`src/apu_pkg.sv`:
```
`default_nettype none

package apu_pkg;

	typedef logic [4:0]  reg_addr_t;
	typedef logic [7:0]  reg_data_t;
	typedef logic [3:0]  volume_t;
	typedef logic [4:0]  sample_t;
	typedef logic [10:0] timer_t;
	typedef logic [7:0]  length_t;
	typedef logic [11:0] frame_cnt_t;

	typedef enum logic [2:0] {
		S0,
		S1,
		S2,
		S3,
		S4
	} frame_state_t;

	// Pulse channels use four words each
	localparam reg_addr_t ADDR_PULSE0 = 5'h00;
	localparam reg_addr_t ADDR_PULSE1 = 5'h04;
	localparam reg_addr_t ADDR_STATUS = 5'h15;
	localparam reg_addr_t ADDR_FRAME  = 5'h17;

	// Length counter loads indexed by reg 3 bits 7:3
	localparam length_t LENGTH_TABLE [32] = '{
		8'd10,  8'd254, 8'd20,  8'd2,   8'd40,  8'd4,   8'd80,  8'd6,
		8'd160, 8'd8,   8'd60,  8'd10,  8'd14,  8'd12,  8'd26,  8'd14,
		8'd12,  8'd16,  8'd24,  8'd18,  8'd48,  8'd20,  8'd96,  8'd22,
		8'd192, 8'd24,  8'd72,  8'd26,  8'd16,  8'd28,  8'd32,  8'd30
	};

endpackage

`default_nettype wire

```
`src/chan_ctl_if.sv`:
```
`timescale 1ns/100ps
`default_nettype none

interface chan_ctl_if;
	import apu_pkg::*;

	logic      wr;
	logic [1:0] reg_idx;
	reg_data_t wdata;
	logic      en;
	// Length counter still running
	logic      act;

	modport host (
		output wr, reg_idx, wdata, en,
		input  act
	);

	modport chan (
		input  wr, reg_idx, wdata, en,
		output act
	);

endinterface

`default_nettype wire
```
`src/apu_frame_seq.sv`:
```
`timescale 1ns/100ps
`default_nettype none

module apu_frame_seq #(
	parameter int FRAME_STEP = 3728
) (
	input  logic sys_clk,
	input  logic sys_rst_n,
	input  logic frame_mode,
	input  logic frame_restart,
	output logic apu_tick,
	output logic qframe,
	output logic hframe,
	output logic frame_irq_evt
);
	import apu_pkg::*;

	localparam frame_cnt_t STEP_LOAD = frame_cnt_t'(FRAME_STEP - 1);

	frame_state_t state;
	frame_cnt_t frame_cnt;
	logic step;
	logic restart_pend;
	logic restart_req;

	// Work happens on the edge that raises apu_tick
	assign step = ~apu_tick;
	assign restart_req = restart_pend | frame_restart;

	always_ff @(posedge sys_clk, negedge sys_rst_n) begin
		if (!sys_rst_n)
			apu_tick <= 1'b0;
		else
			apu_tick <= ~apu_tick;
	end

	// Hold a restart until the next tick
	always_ff @(posedge sys_clk, negedge sys_rst_n) begin
		if (!sys_rst_n)
			restart_pend <= 1'b0;
		else
			restart_pend <= restart_req & ~step;
	end

	always_ff @(posedge sys_clk, negedge sys_rst_n) begin
		if (!sys_rst_n) begin
			state <= S0;
			frame_cnt <= '0;
			qframe <= 1'b0;
			hframe <= 1'b0;
			frame_irq_evt <= 1'b0;
		end else begin
			qframe <= 1'b0;
			hframe <= 1'b0;
			frame_irq_evt <= 1'b0;
			if (step) begin
				if (restart_req) begin
					frame_cnt <= STEP_LOAD;
					state <= S1;
					// Five-step mode clocks the units right away
					qframe <= frame_mode;
					hframe <= frame_mode;
				end else if (frame_cnt != '0) begin
					frame_cnt <= frame_cnt - 1'b1;
				end else begin
					frame_cnt <= STEP_LOAD;
					case (state)
					S0: begin
						qframe <= 1'b1;
						state <= S1;
					end
					S1: begin
						qframe <= 1'b1;
						hframe <= 1'b1;
						state <= S2;
					end
					S2: begin
						qframe <= 1'b1;
						state <= S3;
					end
					S3: begin
						if (frame_mode) begin
							state <= S4;
						end else begin
							qframe <= 1'b1;
							hframe <= 1'b1;
							frame_irq_evt <= 1'b1;
							state <= S0;
						end
					end
					S4: begin
						qframe <= 1'b1;
						hframe <= 1'b1;
						state <= S0;
					end
					default: state <= S0;
					endcase
				end
			end
		end
	end

endmodule

`default_nettype wire

```
`src/apu_host_port.sv`:
```
`timescale 1ns/100ps
`default_nettype none

module apu_host_port (
	input  logic               sys_clk,
	input  logic               sys_rst_n,
	input  logic               req,
	input  logic               we,
	input  apu_pkg::reg_addr_t addr,
	input  apu_pkg::reg_data_t wdata,
	output apu_pkg::reg_data_t rdata,
	output logic               ack,
	chan_ctl_if.host           ch0,
	chan_ctl_if.host           ch1,
	input  logic               frame_irq_evt,
	output logic               frame_mode,
	output logic               frame_restart,
	output logic               irq
);
	import apu_pkg::*;

	logic access;
	logic ack_drop;
	logic sel_p0;
	logic sel_p1;
	logic sel_status;
	logic sel_frame;
	logic inhibit;
	logic stat_pend;

	// One access per req and ack low again once req is gone
	assign access = req & ~ack;
	assign ack_drop = ack & ~req;

	assign sel_p0 = addr[4:2] == ADDR_PULSE0[4:2];
	assign sel_p1 = addr[4:2] == ADDR_PULSE1[4:2];
	assign sel_status = addr == ADDR_STATUS;
	assign sel_frame = addr == ADDR_FRAME;

	always_ff @(posedge sys_clk, negedge sys_rst_n) begin
		if (!sys_rst_n)
			ack <= 1'b0;
		else if (access)
			ack <= 1'b1;
		else if (ack_drop)
			ack <= 1'b0;
	end

	// Strobes line up with the rising ack
	always_ff @(posedge sys_clk, negedge sys_rst_n) begin
		if (!sys_rst_n) begin
			ch0.wr <= 1'b0;
			ch1.wr <= 1'b0;
			frame_restart <= 1'b0;
		end else begin
			ch0.wr <= access & we & sel_p0;
			ch1.wr <= access & we & sel_p1;
			frame_restart <= access & we & sel_frame;
		end
	end

	always_ff @(posedge sys_clk) begin
		if (access) begin
			ch0.reg_idx <= addr[1:0];
			ch0.wdata <= wdata;
			ch1.reg_idx <= addr[1:0];
			ch1.wdata <= wdata;
			rdata <= (!we && sel_status) ? {1'b0, irq, 4'b0, ch1.act, ch0.act} : '0;
		end
	end

	always_ff @(posedge sys_clk, negedge sys_rst_n) begin
		if (!sys_rst_n) begin
			ch0.en <= 1'b0;
			ch1.en <= 1'b0;
			frame_mode <= 1'b0;
			inhibit <= 1'b0;
		end else if (access && we) begin
			if (sel_status) begin
				ch0.en <= wdata[0];
				ch1.en <= wdata[1];
			end
			if (sel_frame) begin
				frame_mode <= wdata[7];
				inhibit <= wdata[6];
			end
		end
	end

	// Status read pending until ack falls
	always_ff @(posedge sys_clk, negedge sys_rst_n) begin
		if (!sys_rst_n)
			stat_pend <= 1'b0;
		else if (access)
			stat_pend <= !we && sel_status;
		else if (ack_drop)
			stat_pend <= 1'b0;
	end

	always_ff @(posedge sys_clk, negedge sys_rst_n) begin
		if (!sys_rst_n)
			irq <= 1'b0;
		else if (frame_irq_evt && !inhibit)
			irq <= 1'b1;
		else if (inhibit || (ack_drop && stat_pend))
			irq <= 1'b0;
	end

endmodule

`default_nettype wire

```
`src/apu_mixer.sv`:
```
`timescale 1ns/100ps
`default_nettype none

module apu_mixer (
	input  logic             sys_clk,
	input  logic             sys_rst_n,
	input  apu_pkg::volume_t a,
	input  apu_pkg::volume_t b,
	output apu_pkg::sample_t out
);
	import apu_pkg::*;

	// Linear sum one bit wider than a channel
	always_ff @(posedge sys_clk, negedge sys_rst_n) begin
		if (!sys_rst_n)
			out <= '0;
		else
			out <= sample_t'(a) + sample_t'(b);
	end

endmodule

`default_nettype wire

```
`src/apu_pulse.sv`:
```
`timescale 1ns/100ps
`default_nettype none

module apu_pulse (
	input  logic             sys_clk,
	input  logic             sys_rst_n,
	chan_ctl_if.chan         ctl,
	input  logic             apu_tick,
	input  logic             hframe,
	output apu_pkg::volume_t level
);
	import apu_pkg::*;

	logic [1:0] duty;
	logic halt;
	volume_t volume;
	timer_t period;
	timer_t timer;
	length_t length;
	logic [2:0] seq_pos;
	logic [7:0] pattern;
	logic wr_ctl;
	logic wr_tlo;
	logic wr_thi;

	// Register 1 is the sweep unit and has no logic here
	assign wr_ctl = ctl.wr && ctl.reg_idx == 2'd0;
	assign wr_tlo = ctl.wr && ctl.reg_idx == 2'd2;
	assign wr_thi = ctl.wr && ctl.reg_idx == 2'd3;

	always_ff @(posedge sys_clk, negedge sys_rst_n) begin
		if (!sys_rst_n) begin
			duty <= 2'd0;
			halt <= 1'b0;
			volume <= '0;
			period <= '0;
		end else begin
			if (wr_ctl) begin
				duty <= ctl.wdata[7:6];
				halt <= ctl.wdata[5];
				volume <= ctl.wdata[3:0];
			end
			if (wr_tlo)
				period[7:0] <= ctl.wdata;
			if (wr_thi)
				period[10:8] <= ctl.wdata[2:0];
		end
	end

	always_ff @(posedge sys_clk, negedge sys_rst_n) begin
		if (!sys_rst_n)
			length <= '0;
		else if (!ctl.en)
			length <= '0;
		else if (wr_thi)
			length <= LENGTH_TABLE[ctl.wdata[7:3]];
		else if (hframe && !halt && length != '0)
			length <= length - 1'b1;
	end

	// Timer walks the duty sequence backwards and a reg 3 write restarts it
	always_ff @(posedge sys_clk, negedge sys_rst_n) begin
		if (!sys_rst_n) begin
			timer <= '0;
			seq_pos <= 3'd0;
		end else begin
			if (apu_tick) begin
				if (timer == '0) begin
					timer <= period;
					seq_pos <= seq_pos - 1'b1;
				end else begin
					timer <= timer - 1'b1;
				end
			end
			if (wr_thi)
				seq_pos <= 3'd0;
		end
	end

	always_comb begin
		case (duty)
		2'd0: pattern = 8'b0100_0000;
		2'd1: pattern = 8'b0110_0000;
		2'd2: pattern = 8'b0111_1000;
		default: pattern = 8'b1001_1111;
		endcase
	end

	assign ctl.act = length != '0;

	// Short periods are muted as ultrasonic
	assign level = (length != '0 && pattern[seq_pos] && period >= 11'd8) ? volume : '0;

endmodule

`default_nettype wire

```
`src/apu_top.sv`:
```
`timescale 1ns/100ps
`default_nettype none

module apu_top #(
	parameter int FRAME_STEP = 3728
) (
	input  logic               sys_clk,
	input  logic               sys_rst_n,
	input  logic               req,
	input  logic               we,
	input  apu_pkg::reg_addr_t addr,
	input  apu_pkg::reg_data_t wdata,
	output apu_pkg::reg_data_t rdata,
	output logic               ack,
	output logic               irq,
	output apu_pkg::sample_t   out
);
	import apu_pkg::*;

	logic apu_tick;
	logic hframe;
	logic frame_irq_evt;
	logic frame_mode;
	logic frame_restart;
	volume_t p0_level;
	volume_t p1_level;

	chan_ctl_if ch0_if ();
	chan_ctl_if ch1_if ();

	apu_host_port host0 (
		.sys_clk, .sys_rst_n,
		.req, .we, .addr, .wdata, .rdata, .ack,
		.ch0(ch0_if.host),
		.ch1(ch1_if.host),
		.frame_irq_evt, .frame_mode, .frame_restart, .irq
	);

	// Quarter frames only clock envelopes and this design has none
	apu_frame_seq #(.FRAME_STEP(FRAME_STEP)) seq0 (
		.sys_clk, .sys_rst_n,
		.frame_mode, .frame_restart,
		.apu_tick, .qframe(), .hframe, .frame_irq_evt
	);

	apu_pulse p0 (.sys_clk, .sys_rst_n, .ctl(ch0_if.chan), .apu_tick, .hframe, .level(p0_level));
	apu_pulse p1 (.sys_clk, .sys_rst_n, .ctl(ch1_if.chan), .apu_tick, .hframe, .level(p1_level));

	apu_mixer mix0 (.sys_clk, .sys_rst_n, .a(p0_level), .b(p1_level), .out);

endmodule

`default_nettype wire

```
`config.mk`:
```
export PLATFORM = sky130hd
export DESIGN_NAME = apu_top
export DESIGN_NICKNAME = d
export VERILOG_FILES = /design/src/apu_pkg.sv /design/src/chan_ctl_if.sv /design/src/apu_frame_seq.sv /design/src/apu_host_port.sv /design/src/apu_mixer.sv /design/src/apu_pulse.sv /design/src/apu_top.sv
export SDC_FILE = /design/constraint.sdc
export NUM_CORES = 1
export LEC_CHECK = 0
export BUFFER_PORTS_ARGS = -buffer_cell sky130_fd_sc_hd__buf_2
export CORE_UTILIZATION = 60
export CTS_CLUSTER_DIAMETER = 50
export DETAILED_ROUTE_END_ITERATION = 8
export HOLD_SLACK_MARGIN = 0.02
export PLACE_DENSITY = 0.78
export SLEW_MARGIN = 30
export SYNTH_ARGS = -nofsm -noshare
export SYNTH_HDL_FRONTEND = slang
export SYNTH_SLANG_ARGS = --single-unit
```
`constraint.sdc`:
```
create_clock -name sys_clk -period 3.1 [get_ports sys_clk]
set_clock_uncertainty 0.15 [all_clocks]
set_input_delay 0.31 -clock sys_clk [delete_from_list [all_inputs] [get_ports sys_clk]]
set_output_delay 0.31 -clock sys_clk [all_outputs]
set_load 0.03 [all_outputs]
```
==> metrics.md <==
| Metric | Value |
|---|---|
| Status | `completed` |
| DRT Wirelength | `15.7 mm` |
| Top cells by area, synth | `dfrtp_1, edfxtp_1, ha_1` |
| Vias in the first global route | `5262` |
| Synth cell types | `80` |
| Fin crit share | `91.0%` |
| Switch Pwr | `1.88 mW` |
| Leakage power | `3.51 nW` |
| DR pass1 iterations | `6` |
| Port buffer count | `26` |
| Max-slew violations | `0` |
| Combinational family with the most area after synthesis | `simple AND/OR/NAND/NOR gates` |
| H-tree levels | `4` |
| # setup viols final | `0` |
| Rel. slew slack | `45.8%` |
| HP Start | `addr[3]` |
| Vias per cell | `6.22` |
| Hold slack | `109 ps` |
| Layout Nets | `746` |
| Share of cells above drive strength 1 | `15.1%` |
| Number of synthesized flops with an enable pin | `13` |
| Sequential cell area | `3240 um^2` |
| CP Launch Type | `flip-flop` |
| CTS tree | `built` |
| Tmin final | `2820 ps` |
| Final ANT Viol Nets | `0` |
| Largest net degree at the start of global routing | `53` |
| Core box area | `10900 um^2` |
| First-pass GRT wire length | `25.7 mm` |
| Cells after Synth | `658` |
| GR Overflow Total | `0` |
| Clk_lat worst skew | `420 ps` |
| Ys Warns | `0` |
| Starting Density | `62.1%` |
| Least-Margin Pin Slew | `801 ps` |
| # rows | `38` |
| PwrDens | `748 nW/um^2` |
| Post-synthesis xor/xnor area fraction | `2.84%` |
| Crit. Startpoint | `p1.length[0]$_DFFE_PN0P_` |
| Post-synthesis compound-gate area fraction | `12.9%` |
| Largest area contributor in the netlist | `dfrtp_1` |
| Setup TNS | `0 ps` |
| TritonCTS Buffers | `17` |
| Routed length on met3 | `699 um` |
| Async S/R FF share, synth | `89.8%` |
| Wl on met1 | `6.78 mm` |
| Detail Placement HPWL | `10.5 mm` |
| Pint | `3.96 mW` |
| CTS sink cnt | `127` |
| Die area | `11800 um^2` |
| Top FF cell, synth | `dfrtp_1` |
| RD Place Congestion | `0.866` |
| Area grow syn2layout | `14.8%` |
| Residual DRC | `0` |
| Top Ports | `32` |
| VDD IR-drop max | `0.543 mV` |
| Initial antenna violation count | `0` |
| Final Hold Vio Count | `0` |
| Vias | `5308` |
| Switching share of power | `32.2%` |
| Worst hold path type | `input pin to flip-flop` |
| Worst Path Arrival | `2980 ps` |
| Multi-input gate area | `3310 um^2` |
| CTS clock-pin slew for the worst setup and hold paths | `60 ps` |
| Fmax | `354 MHz` |
| Seq cells post-synth | `127` |
| Crit. End Element | `flip-flop` |
| Yosys top cell area share | `42.0%` |
| Die Y | `108 um` |
| Worst Hold Depth | `3` |
| Ant. Diodes | `0` |
| Synth Area in Simple Gates | `22.1%` |
| Total Routing Usage GR | `29.0%` |
| Adder-cell share of the synthesized area | `5.45%` |
| DRT iter0 DRCs | `423` |
| RSZ-0062 raised after global routing | `false` |
| Crit Path Category | `flip-flop to flip-flop` |
| Top routing layer in use | `met4` |
| Placed cells | `807` |
| Root buf cell | `clkbuf_16` |
| Share of power burned in registers | `43.5%` |
| Reg2reg setup slack | `280 ps` |
| Mux contribution to synthesized area | `5.07%` |
| Die Wd | `108 um` |
| CP Data Required Time | `3250 ps` |
| Worst r2r path cells | `12` |
| Post-Syn Area per Cell | `10.3 um^2` |
| Clock share of power | `35.0%` |
| Met2 Routed Length | `7.87 mm` |
| Critical Path Fanout Max | `6` |
| Fillers | `769` |
| Register area share after synthesis | `47.7%` |
| Drt wl/cell | `18.4 um` |
| Clk buf depth | `2` |
| Synth Cell Area | `6790 um^2` |
| Logic pwr share | `21.5%` |
| # Max-Cap Violations | `0` |
| Final cell count without fillers | `853` |
| Reg2reg start | `p1.length[0]$_DFFE_PN0P_` |
final timing paths:
kind,to
min in group asynchronous,p1.timer[6]$_DFFE_PN0P_
max reg2reg,mix0.out[4]$_DFF_PN0_
max in group asynchronous,p1.length[3]$_DFFE_PN0P_
min,host0.ch1.wr$_DFF_PN0_
min reg2reg,host0.irq$_DFFE_PN0P_
max,mix0.out[4]$_DFF_PN0_
critical path, cell delays in order (launching register included):
cell,delay (ps)
dfrtp_1,410
inv_1,100
ha_1,190
nor3b_1,500
and2_1,310
nor3_2,100
and2_1,180
ha_1,210
inv_1,70
fa_1,210
nor2b_1,60
o21ai_0,130
nand2b_1,80
layout make-up:
cell class	instances	area share, %
repair buffers	46	4.24
flip-flops and latches	127	41.6
well taps	140	2.25
clock buffers	22	6.08
multi-input cells	474	42.5
clock inverters	10	1.72
inverters	34	1.64
cell usage in the layout, fill, tap and decap left out, types with 5 or more instances in the layout:
master         netlist  final
o211ai_1             5      5
a21oi_1             24     24
inv_1               34     34
nor4_1              11     11
mux2_2              26     26
nor2_1              31     31
or4_1                8      8
or3_1                7      7
and2_1               8      8
xor2_1              10     10
nand3_1             26     26
edfxtp_1            13     13
o21ai_0             23     23
o41ai_1              5      5
dfrtp_1            114    114
nor3b_1              6      6
nand4_1              5      5
a211oi_1             5      5
nand3b_1             7      7
nand2b_1            12     12
a21o_1               5      5
clkbuf_16            0     17
xnor2_1             12     12
o21ai_1             10     10
and3_1               9      9
buf_4                5      6
nor2b_1              8      8
dlygate4sd3_1        0     14
buf_2                2     25
nand2_1             69     69
nor3_1              25     24
conb_1               1      5
a31oi_1              5      5
ha_1                28     28
stage by stage:
stage / instance area (um^2) / power (mW) / setup WS, ps / util, %
after floorplan: 6810 / 3.36 / 604 / -
after global placement: 7040 / 3.65 / 404 / 64.4
after detailed placement: 7040 / 3.75 / 189 / 64.4
after CTS: 7790 / 5.82 / 190 / 71.2
after global routing: 7800 / 6.13 / 19.4 / 71.3
final: 7800 / 5.83 / 278 / 71.3
Yosys cell counts (10+ instances only):
master,number
nor2_1,31
clkbuf_1,18
nand2_1,69
xnor2_1,12
o21ai_0,23
inv_1,34
edfxtp_1,13
xor2_1,10
mux2_2,26
o21ai_1,10
dfrtp_1,114
nor3_1,25
nor4_1,11
a21oi_1,24
nand3_1,26
ha_1,28
nand2b_1,12
per-layer routing:
layer / vias to the layer above / track usage (%)
li1: 2483 / -
met1: 2621 / 36.3
met2: 170 / 49.0
met3: 34 / 5.67
met4: 0 / 12.4
met5: - / 0
sequential cells by signal, summed over array words and instances (netlist names), 8 cells and up:
register and count:
p0.period 11, host0.ch0.wdata 8, p1.period 11, p0.timer 11
p1.length 8, seq0.frame_cnt 12, p1.timer 11, p0.length 8
power groups by stage:
stage	clock, mW	combinational (mW)	sequential [mW]
after global routing	2.13	1.40	2.59
after CTS	2.06	1.24	2.52
after global placement	0	1.14	2.51
after floorplan	0	0.956	2.40
after detailed placement	0	1.21	2.54
final	2.04	1.25	2.54
cells by family (layout without fill, tap and decap cells):
kind of cell | count (synthesis) | after routing
DFF | 127 | 127
xor gates and xnor gates | 22 | 22
and+or+nand+nor | 261 | 261
other | 1 | 5
buffers and inverters | 61 | 112
muxes | 31 | 31
AOI/OAI and AO/OA | 126 | 126
adders and majority gates | 29 | 29
timing repair:
item                                    4_1_cts  5_1_grt
endpoints found under the hold margin        58        0
endpoints found under the setup margin        0        1
hold buffers                                 14        0
resized for setup                             0        1
setup buffers                                 0        0
Power figures use the tool's default switching activity.
